### config.mk
export PLATFORM = sky130hd
export DESIGN_NAME = product_fifo
export DESIGN_NICKNAME = d
export VERILOG_FILES = /design/src/hw/mul_pkg.sv /design/src/hw/product_fifo.sv
export SDC_FILE = /design/constraint.sdc
export NUM_CORES = 1
export LEC_CHECK = 0
export ABC_AREA = 1
export BUFFER_PORTS_ARGS = -buffer_cell sky130_fd_sc_hd__buf_2
export CAP_MARGIN = 30
export CORE_MARGIN = 2
export CORE_UTILIZATION = 45
export CTS_BUF_LIST = sky130_fd_sc_hd__clkbuf_8 sky130_fd_sc_hd__clkbuf_16
export DETAILED_ROUTE_END_ITERATION = 8
export PLACE_DENSITY = 0.62
export SLEW_MARGIN = 20
export SYNTH_ARGS = -nofsm -noshare
export SYNTH_HDL_FRONTEND = slang
export SYNTH_SLANG_ARGS = --single-unit
### constraint.sdc
create_clock -name clk -period 6.6 [get_ports clk]
set_clock_uncertainty 0.15 [all_clocks]
set_input_delay 0.66 -clock clk [delete_from_list [all_inputs] [get_ports clk]]
set_output_delay 0.66 -clock clk [all_outputs]
set_load 0.02 [all_outputs]
### src/hw/mul_pkg.sv
package mul_pkg;

   // operand and result widths
   localparam int OPERAND_W = 48;
   localparam int PRODUCT_W = 2 * OPERAND_W;
   localparam int WORD_W = 32;
   localparam int WORDS_PER_PRODUCT = 3;

   // array rows handled by pipeline stage 1
   localparam int SPLIT_ROW = 24;

   // product buffer and the credits that reserve its slots
   localparam int FIFO_DEPTH = 4;
   localparam int CREDIT_W = 3;

   typedef logic [OPERAND_W-1:0] operand_t;
   typedef logic [PRODUCT_W-1:0] product_t;
   typedef logic [WORD_W-1:0] word_t;
   typedef logic [CREDIT_W-1:0] credit_t;

   // output word sequencing
   typedef enum logic [1:0] {SER_IDLE, SER_WORD0, SER_WORD1, SER_WORD2} ser_state_t;

endpackage

### src/hw/product_fifo.sv
`timescale 1ns/100ps

module product_fifo import mul_pkg::*; (
   input  logic     clk,
   input  logic     reset,
   input  logic     prod_valid,
   input  product_t prod_data,
   input  logic     fifo_pop,
   output logic     fifo_empty,
   output product_t fifo_data
);

   product_t                      mem [FIFO_DEPTH];
   logic [$clog2(FIFO_DEPTH)-1:0] wr_ptr;
   logic [$clog2(FIFO_DEPTH)-1:0] rd_ptr;
   logic [CREDIT_W-1:0]           count;

   assign fifo_empty = (count == '0);

   // head entry, valid whenever not empty
   assign fifo_data = mem[rd_ptr];

   always_ff @(posedge clk) begin
      if (prod_valid) begin
         mem[wr_ptr] <= prod_data;
      end
   end

   // depth is a power of two so the pointers wrap by themselves
   always_ff @(posedge clk) begin
      if (reset) begin
         wr_ptr <= '0;
         rd_ptr <= '0;
      end else begin
         if (prod_valid) begin
            wr_ptr <= wr_ptr + 1'b1;
         end
         if (fifo_pop) begin
            rd_ptr <= rd_ptr + 1'b1;
         end
      end
   end

   // occupancy
   always_ff @(posedge clk) begin
      if (reset) begin
         count <= '0;
      end else if (prod_valid && !fifo_pop) begin
         count <= count + 1'b1;
      end else if (!prod_valid && fifo_pop) begin
         count <= count - 1'b1;
      end
   end

   // credits upstream must keep a slot free for every product in flight
   a_no_overflow: assert property (@(posedge clk) disable iff (reset)
      !(prod_valid && count == CREDIT_W'(FIFO_DEPTH)));

   // serializer only pops with data present
   a_no_underflow: assert property (@(posedge clk) disable iff (reset)
      fifo_pop |-> (count != '0));

endmodule

==> out/qor.yml, run 1 <==
ys_seq_area_share_pct: 79.58
drt-initial-drc-count: 677
antenna_found_initial: 6
routed_via_density: 5.212
path_clk_slew_ns: 0.05
final_common_cell: "edfxtp_1"
hold_viol: 0
fp-row-count: 66
htreeDepth: 2
initial_core_util_pct: 45.46
synth_fp_nets: 1091
numCtsBuffers: 41
fin_crit_sh_pct: 57.71
worst_slack_ns: 2.791
drive_above_1_share_pct: 21.96
critPathRequiredTime_ns: 5.79
fp.dieH_um: 184.8
ctsResizeCount: 0
routabilityCongestion: 0.7096
synth_area_per_cell_um2: 14.94
layout_common_cells: "edfxtp_1 (384), nor2_1 (198), buf_2 (196)"
cts_buffer_depth: 3
grt_pass1_wl_mm: 46.89
maxSlewViolCount: 0
synthToLayoutAreaGrowth_pct: 16.62
post-place-ws_ns: 3.205
power.leakage_nw: 6.004
fp.dieArea_mm2: 0.03417
dpl_cell_area_mm2: 0.01591
setup_viol: 0
cts_sinks: 393
syn_area_mm2: 0.01472
hp-class: "in -> reg"
period_needed_ns: 3.809
grt_use_total_pct: 17.93
grt_max_degree: 126
insertion_delay_ns: 0.52
io_buffers: 196
dr.pass1.iters: 5
tns_ns: 0
rsz0062_at_grt: "no"
num_io_pins: 197
wl_per_cell_um: 18.68
status: "complete, no violations"
tightest_slew_ns: 0.8823
critPathArrivalTime_ns: 3.00
hpwlAfterDp_mm: 16.63
post-route-util_pct: 53.02
synth_cell_type_count: 22
crit_path_start_kind: "flop"
ys_warn_count: 0
cts_tree: "built"
vdd_drop_max_mv: 0.2014
relSlewSlack_pct: 41.18
p_per_area_mw_per_mm2: 318.6
worstSetupEndpointType: "primary output"
netlist_instances: 985
drc_errors: 0
nNetsFinal: 1280
routed_wl_mm: 30.79
cts_setup_buffers: 0
cp_max_fo: 99
drv_cap: 0
path_class: "reg -> out"
ctsHoldBuffers: 0
core_mm2: 0.03237
num_vias: 8589
die_w_um: 184.8
grt_pass1_vias: 8525
grt_remaining_overflow: 0
root_buffer: "clkbuf_16"
ant_nets: 0
max_freq_mhz: 262.5
ys_ff_latch: 393
final_cell_area_mm2: 0.01716
==> flip-flops by register name (all words and copies together), names as in the netlist, named ones only <==
register / count
mem: 384
count: 3
rd_ptr: 2
wr_ptr: 2
==> where the power goes <==
part / switching [mW] / internal, mW
registers: 0.0332 / 2.85
clock network: 0.873 / 1.17
logic: 0.382 / 0.161
total: 1.29 / 4.18
==> final cells by class <==
| class | instances | area, um^2 |
|---|---|---|
| clock inverter | 28 | 115.1 |
| timing repair buffer | 208 | 1124 |
| multi-input combinational | 513 | 2486 |
| fill | 2731 | 15210 |
| clock buffer | 43 | 1076 |
| inverter | 17 | 80.08 |
| sequential | 393 | 11720 |
| tap | 442 | 553.0 |
| antenna | 4 | 10.01 |
==> Yosys cell counts <==
cell	number	area share, %
o22ai_1	96	4.1
edfxtp_1	384	78
nand4_1	1	0.043
nor3_1	1	0.034
ha_1	5	0.43
o21ai_1	91	3.1
buf_6	22	1.7
nor2_1	198	5.1
inv_1	15	0.38
buf_2	11	0.37
inv_2	1	0.025
nand2_1	9	0.23
inv_4	1	0.043
a21oi_1	3	0.10
fa_1	1	0.14
clkbuf_1	14	0.36
dfxtp_1	9	1.2
buf_4	9	0.46
nand3_1	1	0.034
o21ai_0	106	3.6
xor2_1	1	0.060
clkbuf_2	6	0.20
==> stage by stage <==
| stage | power (mW) | cells | hold slack (ns) |
|---|---|---|---|
| 2_1_floorplan | 3.287 | 985 | 0.2615 |
| 6_report | 5.469 | 1648 | 0.1553 |
| 4_1_cts | 5.519 | 1642 | 0.1308 |
| 5_1_grt | 5.688 | 1646 | 0.1410 |
| 3_5_place_dp | 3.485 | 1571 | 0.2713 |
| 3_3_place_gp | 3.472 | 1570 | 0.2676 |
==> routing by layer <==
layer | part of all wire [%] | up-vias | global-route usage, % | wire length, um
met5 | 0.088 | - | 0 | 27
met4 | 2.0 | 4 | 5.365 | 615
met3 | 6.7 | 49 | 4.483 | 2074
met2 | 47 | 204 | 28.69 | 14360
met1 | 45 | 4224 | 24.41 | 13710
li1 | - | 4108 | - | -
==> logic make-up after synthesis <==
logic type | share of synthesized area [%]
AOI/OAI and AO/OA | 10.88
xor gates and xnor gates | 0.05952
and+or+nand+nor | 5.390
buffers and inverters | 3.528
DFF | 79.58
adders and majority gates | 0.5611
==> worst paths after layout <==
path	start	to	slack [ns]	cells after the start
worst max-delay path	flop	fifo_data[25]	2.79	6
worst min-delay path	reset	count[0]$_SDFFE_PP0P_	0.16	2
worst max register to register	wr_ptr[0]$_SDFFE_PP0P_	mem[2][70]$_DFFE_PP_	4.07	5
worst min register to register	rd_ptr[1]$_SDFFE_PP0P_	flop	0.28	1
==> critical path, cell delays in order (launching register included) <==
cell and delay, ns:
dfxtp_4 0.47, inv_6 0.25, buf_16 0.34, buf_4 0.68, nor2_1 0.10, o22ai_1 0.22
buf_2 0.21
Note: power is estimated with default switching activity, not from simulation.
==> inputs of run 2 (changes only) <==
Settings changed: ABC_AREA 1 to 0.
Clock period 6.6 ns to 3.8 ns, I/O delays scaled along.
==> run 2 against run 1 <==
Clock power rose by 83%. Critical path type unchanged. Final cell count fell by 21%. Total power grew 80%. Synthesized cell count fell by 45%. Flip-flop and latch count unchanged. Combinational power increased by 97%. First-iteration DRC count fell by 49%.
==> out/qor.yml, run 2 <==
ys_top_cells_by_area: "edfxtp_1 (81%), mux4_2 (15%), dfxtp_1 (1.3%), ha_1 (0.44%), buf_8 (0.42%)"
grt_use_total_pct: 16.40  # -1.5 points
synth_cell_type_count: 21  # -4.5%
layout_common_cells: "edfxtp_1 (384), buf_2 (196), dlygate4sd3_1 (97)"
path_clk_slew_ns: 0.05  # about the same
post-synth-top-area-fraction_pct: 80.75  # +2.4 points
fp.dieArea_mm2: 0.03318  # -2.9%
hpwlAfterDp_mm: 15.74  # -5.4%
critPathArrivalTime_ns: 2.39  # -0.61 ns
fin_crit_sh_pct: 76.80
crit_family: "flip-flops"
synth_fp_nets: 651  # -40%
drv_cap: 0  # unchanged
crit_path_max_incr_delay_ns: 0.72  # +0.04 ns
grt_pass1_vias: 7404  # -13%
p_per_area_mw_per_mm2: 548.4  # +72%
routabilityCongestion: 0.7177  # +1.1%
diodes: 0  # -4
grt_max_degree: 61  # -52%
synth_area_per_cell_um2: 26.20  # +75%
dr.pass1.iters: 5  # unchanged
fillCellCount: 2345  # -14%
async_reset_ff_share_pct: 0  # unchanged
cts_buffer_depth: 3  # unchanged
ys_ff_latch: 393  # unchanged
maxSlewViolCount: 0  # unchanged
final_common_cell: "edfxtp_1"
ant_nets: 0  # unchanged
drive_above_1_share_pct: 40.31  # +18 points
status: "complete, no violations"
cts_sinks: 393  # unchanged
wl_per_cell_um: 20.50  # +9.7%
tns_ns: 0  # unchanged
netlist_instances: 545  # -45%
cp_max_fo: 35  # -65%
power.leakage_nw: 6.158  # +2.6%
routed_wl_mm: 26.65  # -13%
hold_viol: 0  # unchanged
drc_errors: 0  # unchanged
relSlewSlack_pct: 46.28  # +5.1 points
hp-class: "in -> reg"
grt_remaining_overflow: 0  # unchanged
max_freq_mhz: 342.7
fp.dieH_um: 182.1  # -1.5%
largest_reg_flops: 384  # unchanged
grt_pass1_wl_mm: 41.67  # -11%
setup_viol: 0  # unchanged
die_w_um: 182.1  # -1.5%
path_class: "reg -> out"
numCtsBuffers: 41  # unchanged
nNetsFinal: 975  # -24%
synth-edff-count: 384  # unchanged
synth_common_cells: "edfxtp_1 (384), mux4_2 (96), buf_2 (11)"
tightest_slew_ns: 0.8058  # -0.07648 ns
rsz0062_at_grt: "no"
synth_area_leader_cell: "edfxtp_1"
ys_warn_count: 0  # unchanged
synthToLayoutAreaGrowth_pct: 26.00
largest_register: "mem"
crit_path_start_kind: "flop"
cts_tree: "built"
initial_core_util_pct: 45.49  # about the same
core_mm2: 0.03139  # -3.0%
hold_slack_ns: 0.05257  # -0.1028 ns
syn_area_mm2: 0.01428  # -3.0%
crit_chain: "buf_12 > mux4_2 > buf_2"
antenna_found_initial: 0  # -6
crit_buf_inv: 2  # -2
num_io_pins: 197  # unchanged
synth_top_flop_cell: "edfxtp_1"
insertion_delay_ns: 0.51  # about the same
root_buffer: "clkbuf_16"
critPathSlowestCell: "dfxtp_4"
synth_most_common_cell: "edfxtp_1"
reg_top3: "mem: 384 flops, count: 3 flops"
io_buffers: 196  # unchanged
fp-row-count: 65  # -1.5%
num_vias: 6795  # -21%
cts_setup_buffers: 0  # unchanged
ys_seq_area_share_pct: 82.01  # +2.4 points
worstSetupEndpointType: "primary output"
htreeDepth: 2  # unchanged
critPathRequiredTime_ns: 3.27  # -2.52 ns
routed_via_density: 5.227  # +0.29%
vdd_drop_max_mv: 0.4151  # +110%
period_needed_ns: 2.918
drt-initial-drc-count: 344  # -49%
==> run 2: changes by cell type after synthesis, sizes merged, moves of 4 or more <==
cell / delta
nor2: -191
nand2: -8
buf: -25
clkbuf: -14
mux4: +96
inv: -13
o21ai: -196
and2: +4
o22ai: -96
==> run 2: per-stage QoR <==
step           utilization, %  power (mW)  setup WS [ns]  std cells  instance area [um^2]
2_1_floorplan               -       5.798         0.4208        545                 14280
3_3_place_gp            50.20       6.135          1.317       1131                 15760
3_5_place_dp            50.20       6.171          1.315       1131                 15760
4_1_cts                 57.31       9.993         0.7619       1300                 17990
5_1_grt                 57.31       10.26         0.6767       1300                 17990
6_report                57.31       9.868         0.8816       1300                 17990
==> run 2: path summary, 6_finish.rpt <==
kind | slack [ns] | cells after the start | endpoint | startpoint
max reg2reg | 1.63 | 4 | mem[0][85]$_DFFE_PP_ | wr_ptr[0]$_SDFFE_PP0P_
min reg2reg | 0.38 | 2 | flop | rd_ptr[1]$_SDFFE_PP0P_
max | 0.88 | 3 | fifo_data[72] | flop
min | 0.05 | 3 | rd_ptr[0]$_SDFFE_PP0P_ | fifo_pop
==> run 2: logic make-up (layout without fill, tap and decap cells) <==
logic type               count (synthesis)  in the layout  share of synthesized area [%]
AND/OR/NAND/NOR                         14             14                         0.4644
flip-flops                             393            393                          82.01
XOR/XNOR                                 5              5                         0.3067
buffers and inverters                   27            380                          1.288
adder cells (fa/ha/maj)                  6              6                         0.5783
multiplexers                            98             98                          15.28
AO/OA/AOI/OAI                            2              2                        0.07003
==> run 2: what timing repair did <==
action	in CTS	in global routing
endpoints found under the hold margin	393	0
gates resized for setup	0	0
hold buffers	97	0
==> run 2: worst reg2reg max path, cell delays in order, from the launching register on <==
cell and delay, ns:
dfxtp_1 0.35, inv_1 0.10, ha_1 0.15, and2_4 0.62
buf_4 0.46
==> run 2: report_power, final <==
part / internal (mW) / leakage, nW / switching [mW]
clock: 2.22 / 0.654 / 1.51
combinational: 0.477 / 1.90 / 0.597
sequential: 4.98 / 3.60 / 0.0834
total: 7.68 / 6.16 / 2.19
==> run 2: cell type report <==
| cell class | count | area (um^2) | share of cell area (%) |
|---|---|---|---|
| Inverter | 4 | 15.01 | 0.08345 |
| Timing Repair Buffer | 304 | 2097 | 11.66 |
| Sequential cell | 393 | 11720 | 65.13 |
| Clock buffer | 41 | 1026 | 5.702 |
| Multi-Input combinational cell | 125 | 2395 | 13.31 |
| Tap cell | 402 | 503.0 | 2.796 |
| Clock inverter | 31 | 237.7 | 1.321 |
==> run 2: layer usage <==
| metal | GRT usage, % | vias to the layer above | wire (um) |
|---|---|---|---|
| met1 | 21.71 | 3511 | 11120 |
| li1 | - | 3002 | - |
| met4 | 4.742 | 0 | 511 |
| met3 | 4.071 | 46 | 1918 |
| met5 | 0 | - | 0 |
| met2 | 27.30 | 236 | 13100 |
