<file path="config.mk">
export PLATFORM = sky130hd
export DESIGN_NAME = operand_issue
export DESIGN_NICKNAME = d
export VERILOG_FILES = /design/src/hw/mul_pkg.sv /design/src/hw/operand_issue.sv
export SDC_FILE = /design/constraint.sdc
export NUM_CORES = 1
export LEC_CHECK = 0
export BUFFER_PORTS_ARGS = -buffer_cell sky130_fd_sc_hd__buf_2
export CORE_MARGIN = 1.5
export CORE_UTILIZATION = 37
export CTS_BUF_LIST = sky130_fd_sc_hd__clkbuf_4 sky130_fd_sc_hd__clkbuf_8 sky130_fd_sc_hd__clkbuf_16
export DETAILED_ROUTE_END_ITERATION = 6
export GPL_TIMING_DRIVEN = 0
export PLACE_DENSITY_LB_ADDON = 0.3
export SLEW_MARGIN = 0
export SYNTH_ARGS = -nofsm -noshare
export SYNTH_HDL_FRONTEND = slang
export SYNTH_SLANG_ARGS = --single-unit
</file>
<file path="constraint.sdc">
create_clock -name clk -period 6.55 [get_ports clk]
set_input_delay 0.655 -clock clk [delete_from_list [all_inputs] [get_ports clk]]
set_output_delay 0.655 -clock clk [all_outputs]
set_load 0.01 [all_outputs]
</file>
<file path="src/hw/mul_pkg.sv">
package mul_pkg;

   // operand and result widths
   localparam int OPERAND_W = 48;
   localparam int PRODUCT_W = 2 * OPERAND_W;
   localparam int WORD_W = 32;
   localparam int WORDS_PER_PRODUCT = 3;

   // array rows handled by pipeline stage 1
   localparam int SPLIT_ROW = 24;

   // product buffer and the credits that reserve its slots
   localparam int FIFO_DEPTH = 4;
   localparam int CREDIT_W = 3;

   typedef logic [OPERAND_W-1:0] operand_t;
   typedef logic [PRODUCT_W-1:0] product_t;
   typedef logic [WORD_W-1:0] word_t;
   typedef logic [CREDIT_W-1:0] credit_t;

   // output word sequencing
   typedef enum logic [1:0] {SER_IDLE, SER_WORD0, SER_WORD1, SER_WORD2} ser_state_t;

endpackage

</file>
<file path="src/hw/operand_issue.sv">
`timescale 1ns/100ps

module operand_issue import mul_pkg::*; (
   input  logic     clk,
   input  logic     reset,
   input  logic     op_valid,
   input  operand_t op_a,
   input  operand_t op_b,
   input  logic     fifo_pop,
   output logic     busy,
   output logic     issue_valid,
   output operand_t issue_a,
   output operand_t issue_b
);

   credit_t credit;
   logic    accept;

   // no free slot left downstream
   assign busy = (credit == '0);

   // strobes seen while busy are dropped
   assign accept = op_valid && !busy;

   always_ff @(posedge clk) begin
      if (reset) begin
         issue_valid <= 1'b0;
      end else begin
         issue_valid <= accept;
      end
   end

   // operand registers, loaded only on an accepted strobe
   always_ff @(posedge clk) begin
      if (accept) begin
         issue_a <= op_a;
         issue_b <= op_b;
      end
   end

   // one credit per FIFO slot, returned when the serializer pops
   always_ff @(posedge clk) begin
      if (reset) begin
         credit <= credit_t'(FIFO_DEPTH);
      end else if (accept && !fifo_pop) begin
         credit <= credit - 1'b1;
      end else if (!accept && fifo_pop) begin
         credit <= credit + 1'b1;
      end
   end

   // a pop without a matching issue would push the count past the depth
   a_credit_max: assert property (@(posedge clk) disable iff (reset)
      credit <= credit_t'(FIFO_DEPTH));

   // an empty count must not wrap around
   a_credit_no_wrap: assert property (@(posedge clk) disable iff (reset)
      (credit == '0) |=> (credit <= credit_t'(1)));

endmodule

</file>
==> results of run 1 <==
stage by stage:
stage          hold slack [ps]  power [mW]  cell area, um^2
3_5_place_dp               532       0.972             4280
3_3_place_gp               519       0.958             4200
6_report                   459        1.31             4470
4_1_cts                    438        1.33             4470
5_1_grt                    442        1.37             4470
2_1_floorplan              481       0.873             3080
final cells by class:
class                   count  share of cell area
repair buffers            200               0.237
well taps                 105              0.0294
clock inverters             7              0.0143
multi-input cells          14              0.0246
flip-flops and latches    100               0.663
inverters                   4             0.00336
clock buffers               9              0.0277
worst paths after layout:
check                         startpoint                endpoint  slack [ps]  cells past startpoint
setup reg to reg  credit[1]$_SDFFE_PP0P_  credit[2]$_SDFFE_PP1P_        3960                      9
setup / recovery  credit[1]$_SDFFE_PP0P_  credit[2]$_SDFFE_PP1P_        3960                      9
hold reg to reg   credit[0]$_SDFFE_PP0P_  credit[0]$_SDFFE_PP0P_         560                      2
hold / removal                   op_a[5]    issue_a[5]$_DFFE_PP_         460                      1
power by group:
| part | switching, mW | total [mW] | internal (mW) |
|---|---|---|---|
| Clock | 0.217 | 0.361 | 0.144 |
| Sequential | 0.0144 | 0.786 | 0.772 |
| Combinational | 0.0939 | 0.167 | 0.0734 |
cell families (layout without fill, tap and decap cells):
| group | Yosys count | count (layout) |
|---|---|---|
| and+or+nand+nor | 8 | 8 |
| AOI/OAI and AO/OA | 2 | 2 |
| DFF | 100 | 100 |
| xor gates and xnor gates | 2 | 2 |
| adders and majority gates | 2 | 2 |
| buffers and inverters | 4 | 220 |
state kept, by name, summed over array words and instances (netlist names):
name,cells
credit,3
issue_a,48
issue_b,48
issue_valid,1
routing by layer:
layer	GRT usage	vias up
met5	0	-
met4	0.0784	0
met3	0.0453	11
met2	0.237	109
met1	0.149	890
li1	-	883
layout by cell type (no fill, tap or decap), types with 2 or more instances in the layout:
cell type	Yosys	routed
clkinv_4	0	2
clkinvlp_4	0	2
nor3_1	2	2
xor2_1	2	2
buf_16	0	2
inv_1	4	4
clkbuf_8	0	9
buf_2	0	197
nor2_1	3	3
dfxtp_1	4	4
edfxtp_1	96	96
==> reports/results.md, run 1 <==
| Result | Value | Unit |
| --- | --- | --- |
| WL final | 6440 | um |
| Utilization after layout | 0.549 | - |
| Synth top area cells | edfxtp_1 94%, dfxtp_1 2.6%, fa_1 0.65%, xor2_1 0.57%, inv_1 0.49% | - |
| Library cell with the highest instance count after synthesis | edfxtp_1 | - |
| Maximum cell stage delay along the critical path | 500 | ps |
| Area growth syn-to-layout | 45.0 | % |
| Via/cell ratio | 4.31 | - |
| Top cell type's share of synthesized area | 0.936 | - |
| Total buffers and inverters traversed by the critical path | 2 | - |
| Global-route wire length before repair | 8850 | um |
| Routability Congestion | 0.683 | - |
| Metal2 WL | 3450 | um |
| Cell-by-cell trace of the critical path | nor3_1, nor2b_4, buf_16, ha_1, inv_1, fa_1, xor2_1, o21ai_1, or3b_1 | - |
| # DRC | 0 | - |
| Antenna Diode Count | 0 | - |
| Pin count of the biggest net entering global routing | 37 | - |
| Initial Utilization | 0.379 | - |
| H-tree depth | 3 | - |
| Share of the yosys chip area belonging to registers | 0.962 | - |
| Number of design-rule violations left by the first detailed-router iteration | 93 | - |
| Detail Placement HPWL | 4890 | um |
| Total number of vias | 1,893 | - |
| Crit path max-delay family | simple AND/OR/NAND/NOR gates | - |
| Post-layout min period | 2590 | ps |
| Sequential Area | 2960 | um^2 |
| Peak ir drop on the vdd network | 0.000119 | V |
| Worst slew margin | 0.606 | - |
| Syn avg cell area | 26.1 | um^2 |
| Max stage delay cell, worst path | nor2b_4 | - |
| Post-synthesis share of cell area spent on xor and xnor gates | 0.00569 | - |
| Synth Net Count | 220 | - |
| Maximum fanout along the worst path | 25 | - |
| Number of buffers inserted by hold repair at cts | 0 | - |
| Arrival @ worst endpoint | 2840 | ps |
| Yosys cell types | 12 | - |
| Leakage power figure | 1.92 | nW |
| Post-CTS setup-driven buffer insertion count | 0 | - |
| Number of ports placed on the die boundary | 198 | - |
| Via count of the first global-routing pass | 1,844 | - |
| Post-synth EDFFs | 96 | - |
| RSZ-0062 raised after global routing | no | - |
| TritonCTS clock tree | built | - |
| Area occupied by multi-input gates | 110 | um^2 |
| Die span in y | 94.2 | um |
| Data required time of the worst path | 6800 | ps |
| Final worst-path setup slack | 3960 | ps |
| Post-route antenna net violation count | 0 | - |
| Wire length on met1 | 2200 | um |
| Actual transition at the worst max-transition pin | 590 | ps |
| Cells after synthesis | 118 | - |
| Type of the worst min-delay path | in2reg | - |
| DP Worst Slack | 3610 | ps |
| Number of I/O port buffers | 197 | - |
| Top FF cell, synth | edfxtp_1 | - |
| Number of warnings issued by yosys | 0 | - |
| Number of cells after detailed placement | 423 | - |
| Hold violation count in the final report | 0 | - |
| Area fraction in compound gates after synthesis | 0.00325 | - |
| Highest clock frequency the design can meet | 386 | MHz |
| First-pass DRT Iterations | 4 | - |
| Maximum capacitance violations | 0 | - |
| Final Net Count | 431 | - |
| Power per unit of standard cell area | 294 | nW/um^2 |
| Synthesized-area fraction occupied by and/or/nand/nor cells | 0.0138 | - |
| Grt ovf | 0 | - |
| Post-synthesis async set-or-reset flop share | 0 | - |
| Average routed wire per standard cell | 14.7 | um |
| Outcome | complete, no violations | - |
| Area share of fa/ha/maj cells after synthesis | 0.0106 | - |
| Cell row count | 33 | - |
| Post-cts gate resize count | 0 | - |
| Most numerous cell types in the synthesized netlist | 96 x edfxtp_1, 4 x dfxtp_1, 4 x inv_1, 3 x nor2_1 | - |
| Die Outline Area | 8880 | um^2 |
| Clock-pin slew of the registers on the worst-case setup and hold paths | 110 | ps |
| Share of post-route cells with drive strength above 1 | 0.647 | - |
| Number of fillers in the final layout | 678 | - |
| Final Skew | 9.19 | ps |
| Root buf cell | clkbuf_8 | - |
| Horizontal die dimension | 94.2 | um |
| Number of buffers on the longest clock path | 2 | - |
| Number of clock buffers inserted by TritonCTS | 9 | - |
| Proportion of synthesized area in mux cells | 0 | - |
| Period utilization | 0.396 | - |
| Final setup violating endpoints | 0 | - |
| Non-filler cells in the finished layout | 439 | - |
| Area of the core | 8130 | um^2 |
| Overall fraction of global-route tracks in use | 0.138 | - |
| Number of antenna violations at the first check in global routing | 0 | - |
| Number of sinks driven by the clock tree | 100 | - |
| Category of the most critical setup path | reg2reg | - |
| Final Max Slew Viols | 0 | - |
| Dominant combinational cell family by area after synthesis | simple AND/OR/NAND/NOR gates | - |
| Post-route setup TNS | 0 | ps |
| Post-synth design cell area | 3080 | um^2 |
| Metal3 WL | 652 | um |
| Crit path launch type | flip-flop | - |
| Capturing element type of the critical path | flip-flop | - |
| Number of storage elements in the synthesis netlist | 100 | - |
| Library cell occupying the most area in the post-synthesis netlist | edfxtp_1 | - |
| Source-to-sink clock delay at the later pin of the worst-skew pair | 360 | ps |
| Topmost layer with routed signal wires | met4 | - |
Power figures use the tool's default switching activity.
==> inputs of run 2 (changes only) <==
- clock period: 6.55 -> 2.25 ns (I/O delays scaled with it)
==> run 2 against run 1 <==
- combinational power rose to 2.8 times the previous value
- clock-buffer cell count unchanged
- non-clock buffer count unchanged
- die area unchanged
- via count down 2.4%
- register-to-register slack worse by 3600 ps
- core utilization down 0.11 points
- global-route usage down 0.11 points
- power rose to 2.9 times the previous value
- critical path type unchanged
==> reports/results.md, run 2 (synthesis results as in run 1) <==
| Result | Value | Unit |
| --- | --- | --- |
| Outcome | complete, no violations | - |
| Category of the most critical setup path | reg2reg | - |
| Post-layout min period | 1910 | ps |
| Cell row count | 33 | - |
| Final setup violating endpoints | 0 | - |
| Post-route setup TNS | 0 | ps |
| Global-route wire length before repair | 8700 | um |
| Regs by FF count | issue_a: 48 flops, issue_b: 48 flops, credit: 3 flops | - |
| Pin count of the biggest net entering global routing | 38 | - |
| RSZ-0062 raised after global routing | no | - |
| Total number of vias | 1,847 | - |
| Sequential Area | 2970 | um^2 |
| Post-CTS setup-driven buffer insertion count | 1 | - |
| # DRC | 0 | - |
| Root buf cell | clkbuf_8 | - |
| Number of antenna violations at the first check in global routing | 0 | - |
| Die span in y | 94.2 | um |
| Area of the core | 8130 | um^2 |
| Average routed wire per standard cell | 13.9 | um |
| Maximum fanout along the worst path | 3 | - |
| Power per unit of standard cell area | 855 | nW/um^2 |
| Number of cells after detailed placement | 422 | - |
| Via/cell ratio | 4.21 | - |
| Max stage delay cell, worst path | dfxtp_2 | - |
| DP Worst Slack | -407 | ps |
| WL final | 6090 | um |
| Horizontal die dimension | 94.2 | um |
| Total buffers and inverters traversed by the critical path | 1 | - |
| Data required time of the worst path | 2470 | ps |
| Type of the worst min-delay path | in2reg | - |
| Initial Utilization | 0.379 | - |
| Source-to-sink clock delay at the later pin of the worst-skew pair | 340 | ps |
| Period utilization | 0.848 | - |
| Most common library cell in the layout ignoring fill and taps | buf_2 | - |
| Maximum capacitance violations | 0 | - |
| Non-filler cells in the finished layout | 439 | - |
| Share of post-route cells with drive strength above 1 | 0.656 | - |
| Clock-pin slew of the registers on the worst-case setup and hold paths | 90 | ps |
| Peak ir drop on the vdd network | 0.000521 | V |
| Cell-by-cell trace of the critical path | nor3_4, nor2b_4, ha_1, inv_1, fa_2, xor2_1, nor3_1, or3b_1 | - |
| Number of buffers on the longest clock path | 2 | - |
| Capturing element type of the critical path | flip-flop | - |
| Post-route antenna net violation count | 0 | - |
| Antenna Diode Count | 0 | - |
| Fin area | 4460 | um^2 |
| Final Max Slew Viols | 0 | - |
| Final Net Count | 432 | - |
| Via count of the first global-routing pass | 1,775 | - |
| Arrival @ worst endpoint | 2130 | ps |
| Number of clock buffers inserted by TritonCTS | 9 | - |
| Final Skew | 9.54 | ps |
| Leakage power figure | 1.91 | nW |
| Crit path launch type | flip-flop | - |
| Number of fillers in the final layout | 690 | - |
| Post-route total power | 3.81 | mW |
| TritonCTS clock tree | built | - |
| Maximum cell stage delay along the critical path | 340 | ps |
| H-tree depth | 3 | - |
| Crit path max-delay family | simple AND/OR/NAND/NOR gates | - |
| Die Outline Area | 8880 | um^2 |
| Number of ports placed on the die boundary | 198 | - |
| Overall fraction of global-route tracks in use | 0.137 | - |
| Area growth syn-to-layout | 44.8 | % |
| Number of design-rule violations left by the first detailed-router iteration | 79 | - |
| Hold violation count in the final report | 0 | - |
| Detail Placement HPWL | 4470 | um |
| Highest clock frequency the design can meet | 524 | MHz |
| Final worst-path setup slack | 341 | ps |
| Actual transition at the worst max-transition pin | 855 | ps |
| Grt ovf | 0 | - |
| Number of I/O port buffers | 197 | - |
| Number of sinks driven by the clock tree | 100 | - |
| First-pass DRT Iterations | 4 | - |
| Routability Congestion | 0.715 | - |
| Commonest cells after routing, fill and taps aside | 197 x buf_2, 96 x edfxtp_1, 9 x clkbuf_8 | - |
| Worst slew margin | 0.427 | - |
| Cell area after placement | 4260 | um^2 |
| Area occupied by multi-input gates | 133 | um^2 |
| Post-cts gate resize count | 0 | - |
| Number of buffers inserted by hold repair at cts | 0 | - |
-- run 2: cell count changes in the layout (fill, tap and decap cells not counted), sizes merged --
cell,previous run,this run
bufinv,0,1
clkinv,4,3
inv,5,4
nor2b,2,3
-- run 2: worst reg2reg max path: stages, from the launching register on --
cell	delay [ps]
dfxtp_2	340
nor3_4	300
nor2b_4	80
ha_1	220
inv_1	70
fa_2	190
xor2_1	190
nor3_1	60
or3b_1	340
-- run 2: path summary, 6_finish.rpt --
check,startpoint,to,slack (ps),cells after the start
setup / recovery,credit[2]$_SDFFE_PP1P_,credit[2]$_SDFFE_PP1P_,340,8
hold / removal,op_a[21],issue_a[21]$_DFFE_PP_,50,1
setup reg to reg,credit[2]$_SDFFE_PP1P_,credit[2]$_SDFFE_PP1P_,340,8
hold reg to reg,credit[1]$_SDFFE_PP0P_,credit[1]$_SDFFE_PP0P_,540,2
-- run 2: where the power goes --
group	switching, mW	internal [mW]
logic	0.270	0.206
registers	0.0466	2.25
clock network	0.544	0.497
-- run 2: routing by layer --
| metal | wire (um) | track usage |
|---|---|---|
| met1 | 2280 | 0.153 |
| met2 | 2800 | 0.218 |
| met3 | 841 | 0.0574 |
| met4 | 170 | 0.0808 |
| met5 | 0 | 0 |
-- run 2: cell type report --
type                    count  area share
well taps                 105      0.0295
flip-flops and latches    100       0.665
multi-input cells          15      0.0297
repair buffers            200       0.232
clock inverters             6      0.0126
clock buffers               9      0.0278
inverters                   4     0.00337
-- run 2: through the flow --
step / hold slack (ps) / utilization
after global routing: 21.3 / 0.548
after CTS: 28.4 / 0.548
after global placement: 401 / 0.519
final: 50.3 / 0.548
after floorplan: 290 / -
after detailed placement: 403 / 0.524
