**config.mk**
```make
export PLATFORM = sky130hd
export DESIGN_NAME = word_serializer
export DESIGN_NICKNAME = d
export VERILOG_FILES = /design/src/hw/mul_pkg.sv /design/src/hw/word_serializer.sv
export SDC_FILE = /design/constraint.sdc
export NUM_CORES = 1
export LEC_CHECK = 0
export BUFFER_PORTS_ARGS = -buffer_cell sky130_fd_sc_hd__buf_2
export CAP_MARGIN = 5
export CORE_ASPECT_RATIO = 0.7
export CORE_MARGIN = 1.5
export CORE_UTILIZATION = 40
export DETAILED_ROUTE_END_ITERATION = 6
export PLACE_DENSITY = 0.69
export SYNTH_ARGS = -nofsm -noshare
export SYNTH_HDL_FRONTEND = slang
export SYNTH_SLANG_ARGS = --single-unit
```
**constraint.sdc**
```tcl
create_clock -name clk -period 5.8 [get_ports clk]
set_clock_uncertainty 0.15 [all_clocks]
set_input_delay 0.58 -clock clk [delete_from_list [all_inputs] [get_ports clk]]
set_output_delay 0.58 -clock clk [all_outputs]
set_load 0.05 [all_outputs]
```
**src/hw/mul_pkg.sv**
```systemverilog
package mul_pkg;

   // operand and result widths
   localparam int OPERAND_W = 48;
   localparam int PRODUCT_W = 2 * OPERAND_W;
   localparam int WORD_W = 32;
   localparam int WORDS_PER_PRODUCT = 3;

   // array rows handled by pipeline stage 1
   localparam int SPLIT_ROW = 24;

   // product buffer and the credits that reserve its slots
   localparam int FIFO_DEPTH = 4;
   localparam int CREDIT_W = 3;

   typedef logic [OPERAND_W-1:0] operand_t;
   typedef logic [PRODUCT_W-1:0] product_t;
   typedef logic [WORD_W-1:0] word_t;
   typedef logic [CREDIT_W-1:0] credit_t;

   // output word sequencing
   typedef enum logic [1:0] {SER_IDLE, SER_WORD0, SER_WORD1, SER_WORD2} ser_state_t;

endpackage

```
**src/hw/word_serializer.sv**
```systemverilog
`timescale 1ns/100ps

module word_serializer import mul_pkg::*; (
   input  logic     clk,
   input  logic     reset,
   input  logic     fifo_empty,
   input  product_t fifo_data,
   output logic     fifo_pop,
   output word_t    res_word,
   output logic     res_valid,
   output logic     res_last
);

   ser_state_t state;
   ser_state_t state_next;
   product_t   hold;

   // next state and pop strobe
   always_comb begin
      fifo_pop = 1'b0;
      state_next = state;
      case (state)
         SER_IDLE: begin
            if (!fifo_empty) begin
               fifo_pop = 1'b1;
               state_next = SER_WORD0;
            end
         end
         SER_WORD0: state_next = SER_WORD1;
         SER_WORD1: state_next = SER_WORD2;
         SER_WORD2: begin
            // chain straight into the next product if one is waiting
            if (!fifo_empty) begin
               fifo_pop = 1'b1;
               state_next = SER_WORD0;
            end else begin
               state_next = SER_IDLE;
            end
         end
         default: state_next = SER_IDLE;
      endcase
   end

   always_ff @(posedge clk) begin
      if (reset) begin
         state <= SER_IDLE;
      end else begin
         state <= state_next;
      end
   end

   always_ff @(posedge clk) begin
      if (fifo_pop) begin
         hold <= fifo_data;
      end
   end

   // low word first
   always_comb begin
      case (state)
         SER_WORD1: res_word = hold[WORD_W +: WORD_W];
         SER_WORD2: res_word = hold[2*WORD_W +: WORD_W];
         default:   res_word = hold[0 +: WORD_W];
      endcase
   end

   assign res_valid = (state != SER_IDLE);
   assign res_last = (state == SER_WORD2);

endmodule

```
==> results.sh, run 1 <==
export IMPL_status="completed"
export IMPL_synth_area_um2=3726
export IMPL_max_vdd_ir_drop_mv=0.3801
export IMPL_io_buffers=133
export IMPL_end_kind="output pin"
export IMPL_cap_violations=0
export IMPL_drive_gt1_frac=0.3869
export IMPL_r2r_worst_path_cells=4
export IMPL_dpl_hpwl_mm=5.043
export IMPL_worstReg2RegStart="state[1]$_SDFFE_PP0P_"
export IMPL_initial_core_util=0.4108
export IMPL_period_needed_ns=3.390
export IMPL_yosys_warnings=0
export IMPL_first_iter_violations=182
export IMPL_crit_arrival_ns=2.66
export IMPL_setup_viol_count_final=0
export IMPL_crit_type="flip-flop to output pin"
export IMPL_cts_tree="yes"
export IMPL_cp_start_kind="flip-flop"
export IMPL_synthSimpleGateAreaFrac=0.07589
export IMPL_drc_errors=0
export IMPL_placed_area_um2=4487
export IMPL_grt_pass1_wl_mm=12.24
export IMPL_wirelength_mm=7.738
export IMPL_synthCells=260
export IMPL_clock_root_buffer="clkbuf_16"
export IMPL_cp_required_ns=5.07
export IMPL_hold_path_class="input pin to flip-flop"
export IMPL_wire_per_inst_um=14.82
export IMPL_postCtsHoldBufs=0
export IMPL_ios=134
export IMPL_synthAdderAreaFrac=0.01679
export IMPL_synth_top_family_by_area="compound AO/OA/AOI/OAI gates"
export IMPL_antenna_found_initial=0
export IMPL_yosys_area_share_xor_xnor=0
export IMPL_hold_end="hold[14]$_DFFE_PP_"
export IMPL_tightest_slew_ns=1.187
export IMPL_final_nets=497
export IMPL_gr_total_overflow=0
export IMPL_slew_violations=0
export IMPL_final_area_um2=4783
export IMPL_diodes=0
export IMPL_num_rows=29
export IMPL_finalCritPeriodShare=0.5846
export IMPL_max_freq_mhz=294.9
export IMPL_power_density_nw_per_um2=611.2
export IMPL_r2r_slack_ns=3.36
export IMPL_drtAntennaViolNets=0
export IMPL_slew_limit_headroom=0.2086
export IMPL_synth_cell_types=18
export IMPL_reg2reg_to="hold[4]$_DFFE_PP_"
export IMPL_muxShareOfSynthArea=0
export IMPL_cts_resized_gates=0
export IMPL_gp_congestion=0.7771
export IMPL_die_x_um=118.4
export IMPL_synthToLayoutAreaGrowth_pct=28.37
export IMPL_vias=2421
export IMPL_synth_compound_area_share=0.09469
export IMPL_core_um2=9071
export IMPL_post_cts_buffers=0
export IMPL_grt_pass1_vias=2530
export IMPL_clock_latency_ns=0.33
export IMPL_fin_tns_setup_ns=0
export IMPL_die_area_um2=9912
export IMPL_min_from="fifo_data[14]"
export IMPL_htree_levels=3
export IMPL_nFillCells=781
export IMPL_whs_path_depth=1
export IMPL_grtUsageTotal=0.1621
export IMPL_cts_buffers=9
export IMPL_drt_pre_antenna_iters=4
export IMPL_synth_nets=364
export IMPL_seq_area_frac_synth=0.7844
export IMPL_p_leak_uw=0.001858
export IMPL_synth_seq_cells=98
export IMPL_cts_buffer_depth=2
export IMPL_avgSynthCellArea_um2=14.33
export IMPL_clock_sinks=98
export IMPL_grt_max_degree=97
export IMPL_crit_start="state[0]$_SDFFE_PP0P_"
export IMPL_finalHoldViolCount=0
export IMPL_die_y_um=83.75
export IMPL_via_per_inst=4.638
export IMPL_path_clk_slew_ns=0.07
export IMPL_critPathMaxFanout=32
export IMPL_rsz0062_at_grt="no"
==> worst max path at each step <==
stage	to	slack, ns	depth (start not counted)
after detailed placement	res_word[23]	2.69	6
after floorplan	fifo_pop	1.46	3
after global routing	res_word[23]	2.13	6
final	res_word[23]	2.41	6
after CTS	res_word[23]	2.32	6
after global placement	res_word[23]	2.75	6
==> where the power goes <==
part / total, uW / switching, uW / internal, uW / leakage (uW)
sequential: 1110 / 52.3 / 1050 / 0.000930
combinational: 1240 / 983 / 254 / 0.000790
clock: 580 / 246 / 335 / 0.000139
==> metrics by stage <==
stage / setup slack, ns / std cells / hold WS (ns) / util / power [uW]
finish: 2.410 / 522 / 0.2658 / 0.5273 / 2923
global route: 2.128 / 522 / 0.2437 / 0.5273 / 3073
CTS: 2.324 / 522 / 0.2548 / 0.5273 / 2956
detailed placement: 2.687 / 506 / 0.3849 / 0.4946 / 2370
global placement: 2.746 / 506 / 0.3721 / 0.4946 / 2350
floorplan: 1.464 / 260 / 0.3451 / - / 2093
==> area by class of cell <==
type / count / area (um2) / share of cell area
clock buffer: 10 / 229.0 / 0.04787
sequential: 98 / 2923 / 0.6110
inverter: 4 / 15.01 / 0.003139
multi-input combinational: 144 / 705.7 / 0.1475
clock inverter: 6 / 67.56 / 0.01413
tap: 124 / 155.1 / 0.03244
timing repair buffer: 136 / 688.2 / 0.1439
==> cell usage after synthesis <==
library cell,count,area (um2)
a21oi_1,33,165.2
inv_1,4,15.01
nand3_1,1,5.000
o21ai_0,28,140.1
or2_1,1,6.260
a211oi_1,1,7.510
buf_2,6,30.03
nor2b_4,1,13.76
nand2b_1,1,6.260
dfxtp_1,2,40.04
nand2_1,34,127.6
a2111oi_2,1,15.01
edfxtp_1,96,2883
o21ai_1,5,25.02
clkbuf_1,4,15.01
nor2_1,33,123.9
buf_6,4,45.04
ha_1,5,62.56
==> logic make-up (layout without fill, tap and decap cells) <==
logic type	after synthesis	count (layout)
and+or+nand+nor	71	71
DFF	98	98
AOI/OAI and AO/OA	68	68
buffers and inverters	18	156
adders and majority gates	5	5
==> per-layer routing <==
metal / vias up / wire length [um] / part of all wire / global-route usage
li1: 1207 / - / - / -
met2: 88 / 3665 / 0.47 / 0.2664
met3: 8 / 593 / 0.077 / 0.05943
met4: 0 / 62 / 0.0080 / 0.04878
met5: - / 0 / 0 / 0
met1: 1118 / 3417 / 0.44 / 0.2016
==> registers in the layout, summed over array words and instances, names as in the netlist <==
name,flops
hold,96
state,2
==> worst max-delay path, stage by stage (launching register included) <==
cell and delay [ns]:
dfxtp_1 0.33, inv_1 0.15, ha_1 0.20, nand2b_1 0.84
o21ai_0 0.29, a21oi_1 0.23, buf_2 0.29
==> layout by cell type (no fill, tap or decap), drive strengths merged <==
cell type    n
clkinv       3
o21ai       33
clkinvlp     2
nor2b        1
dfxtp        2
edfxtp      96
a21oi       33
ha           5
inv          4
nand2b       1
clkbuf      10
a211oi       1
a2111oi      1
nand3        1
nor2        33
buf        136
bufinv       1
or2          1
nand2       34
Note: power is estimated with default switching activity, not from simulation.
==> run 2, diff against run 1 <==
--- a/config.mk
+++ b/config.mk
@@ -5,6 +5,7 @@
 export SDC_FILE = /design/constraint.sdc
 export NUM_CORES = 1
 export LEC_CHECK = 0
+export ABC_AREA = 1
 export BUFFER_PORTS_ARGS = -buffer_cell sky130_fd_sc_hd__buf_2
 export CAP_MARGIN = 5
 export CORE_ASPECT_RATIO = 0.7
==> constraint.sdc (replaced) <==
create_clock -name clk -period 2.9 [get_ports clk]
set_clock_uncertainty 0.15 [all_clocks]
set_input_delay 0.29 -clock clk [delete_from_list [all_inputs] [get_ports clk]]
set_output_delay 0.29 -clock clk [all_outputs]
set_load 0.05 [all_outputs]
==> run 2 against run 1 <==
Compared with the run above: area after synthesis grew 4.5%; synthesized cell count is 1.5% higher; flip-flop and latch count unchanged; critical path type unchanged; critical endpoint is now res_word[13]; highest routed layer unchanged.
==> results.sh, run 2 <==
export IMPL_clock_root_buffer="clkbuf_16"
export IMPL_clock_latency_ns=0.33
export IMPL_seq_area_frac_synth=0.7509
export IMPL_top_layer="met4"
export IMPL_crit_type="flip-flop to output pin"
export IMPL_cp_slowest_cell="dfxtp_1"
export IMPL_wl_met3_um=587
export IMPL_yosysMostFrequentCell="edfxtp_1"
export IMPL_gp_congestion=0.7611
export IMPL_finalHoldViolCount=0
export IMPL_cp_start_kind="flip-flop"
export IMPL_async_reset_ff_frac=0
export IMPL_crit_chain="inv_2 > ha_2 > nor2_8 > buf_4 > nand2_1 > nand3_1 > buf_2"
export IMPL_drtAntennaViolNets=0
export IMPL_grt_pass1_vias=3026
export IMPL_synth_cell_types=14
export IMPL_cts_buffer_depth=2
export IMPL_num_rows=29
export IMPL_final_cell_mix="buf_2, dlygate4sd3_1, edfxtp_1, nand2_1, nand3_1"
export IMPL_wl_met2_mm=4.595
export IMPL_tightest_slew_ns=0.4971
export IMPL_max_stage_delay_ns=0.40
export IMPL_ios=134
export IMPL_die_x_um=120.9
export IMPL_initial_core_util=0.4207
export IMPL_die_area_um2=10340
export IMPL_yosys_warnings=0
export IMPL_critPathMaxFanout=25
export IMPL_yosysTopAreaCell="edfxtp_1"
export IMPL_drt_pre_antenna_iters=4
export IMPL_gr_total_overflow=0
export IMPL_cts_tree="yes"
export IMPL_io_buffers=133
export IMPL_synth_seq_cells=98
export IMPL_die_y_um=85.54
export IMPL_synth_nets=368
export IMPL_postCtsHoldBufs=97
export IMPL_grt_max_degree=40
export IMPL_dpl_hpwl_mm=5.440
export IMPL_via_per_inst=4.552
export IMPL_final_nets=602
export IMPL_clock_sinks=98
export IMPL_post_cts_buffers=0
export IMPL_drc_errors=0
export IMPL_finalCritPeriodShare=0.8647
export IMPL_htree_levels=3
export IMPL_cts_resized_gates=0
export IMPL_grt_pass1_wl_mm=14.39
export IMPL_antenna_found_initial=0
export IMPL_fin_tns_setup_ns=0
export IMPL_setup_viol_count_final=0
export IMPL_status="completed"
export IMPL_diodes=0
export IMPL_period_needed_ns=2.508
export IMPL_first_iter_violations=135
export IMPL_cts_buffers=9
export IMPL_wl_met1_mm=3.880
export IMPL_crit_arrival_ns=2.07
export IMPL_rsz0062_at_grt="no"
export IMPL_largest_reg_flops=96
export IMPL_nFillCells=682
export IMPL_wirelength_mm=9.189
export IMPL_avgSynthCellArea_um2=14.74
export IMPL_synthCells=264
export IMPL_r2r_slack_ns=0.84
export IMPL_end_kind="output pin"
export IMPL_core_um2=9253
export IMPL_power_density_nw_per_um2=1008
export IMPL_hold_slack_ns=0.1232
export IMPL_max_vdd_ir_drop_mv=0.6690
export IMPL_wire_per_inst_um=14.66
export IMPL_largestRegisters="hold: 96 flops, state: 2 flops"
export IMPL_slew_violations=0
export IMPL_dominantRegCellSynth="edfxtp_1"
export IMPL_synthToLayoutAreaGrowth_pct=53.62
export IMPL_synth_top_cells_by_count="edfxtp_1, nand2_1, nand3_1"
export IMPL_synth_area_um2=3892
export IMPL_synth_area_leaders="edfxtp_1, nand3_2, nand2_1"
export IMPL_hold_path_class="input pin to flip-flop"
export IMPL_drive_gt1_frac=0.3837
export IMPL_vias=2854
export IMPL_synth_edf_count=96
export IMPL_p_leak_uw=0.002414
export IMPL_grtUsageTotal=0.1862
export IMPL_cp_required_ns=2.46
export IMPL_final_common_cell="buf_2"
export IMPL_path_clk_slew_ns=0.06
export IMPL_largest_register="hold"
export IMPL_synth_top_area_frac=0.7406
export IMPL_cap_violations=0
export IMPL_slew_limit_headroom=0.6686
export IMPL_max_freq_mhz=398.8
[run 2: changes by cell type after synthesis, sizes merged, moves of 2 or more]
cell,previous run,this run
nand2,34,72
o21ai,33,0
a21oi,33,2
inv,4,6
clkbuf,4,0
buf,10,14
nor2,33,2
nand3,1,65
[run 2: final timing paths]
path                          from               endpoint  cells past startpoint
max          state[0]$_SDFFE_PP0P_           res_word[13]                      7
min                     fifo_empty  state[1]$_SDFFE_PP0P_                      3
max reg2reg  state[1]$_SDFFE_PP0P_     hold[73]$_DFFE_PP_                      4
min reg2reg  state[0]$_SDFFE_PP0P_  state[0]$_SDFFE_PP0P_                      2
[run 2: report_power, final]
group	leakage, uW	internal, uW	switching (uW)
clock network	0.000145	684	536
logic	0.00134	631	1950
registers	0.000932	2090	136
[run 2: area by class of cell]
type,instances,area [um2],share of cell area
Inverter,6,25.02,0.004185
Tap cell,124,155.1,0.02595
Sequential cell,98,2923,0.4888
Timing Repair Buffer,237,1702,0.2846
Clock inverter,7,82.58,0.01381
Multi-Input combinational cell,146,867.1,0.1450
Clock buffer,9,225.2,0.03766
[run 2: kinds of logic (layout without fill, tap and decap cells)]
group / Yosys count / after routing / synth area share
flops: 98 / 98 / 0.7509
buf+inv: 20 / 259 / 0.03279
compound gates: 2 / 2 / 0.002572
fa+ha+maj: 5 / 5 / 0.01607
simple gates: 139 / 139 / 0.1977
[run 2: per-layer routing]
layer / up-vias / GRT usage
li1: 1415 / -
met1: 1325 / 0.2155
met2: 103 / 0.3316
met3: 11 / 0.05984
met4: 0 / 0.05882
met5: - / 0
[run 2: stage by stage]
step	instance area (um2)	instances	total power (uW)	setup WS, ns	utilization
3_5_place_dp	4701	514	4738	0.7561	0.5080
4_1_cts	5979	627	6068	0.3799	0.6462
5_1_grt	5979	627	6323	0.2335	0.6462
6_report	5979	627	6027	0.3925	0.6462
2_1_floorplan	3913	264	4167	0.002426	-
3_3_place_gp	4701	514	4697	0.8056	0.5080
[run 2: critical path: cells and delay by family (launching register included)]
kind | cells | cell delay (ns)
DFF | 1 | 0.40
buffers and inverters | 3 | 0.69
adders and majority gates | 1 | 0.23
and+or+nand+nor | 3 | 0.39
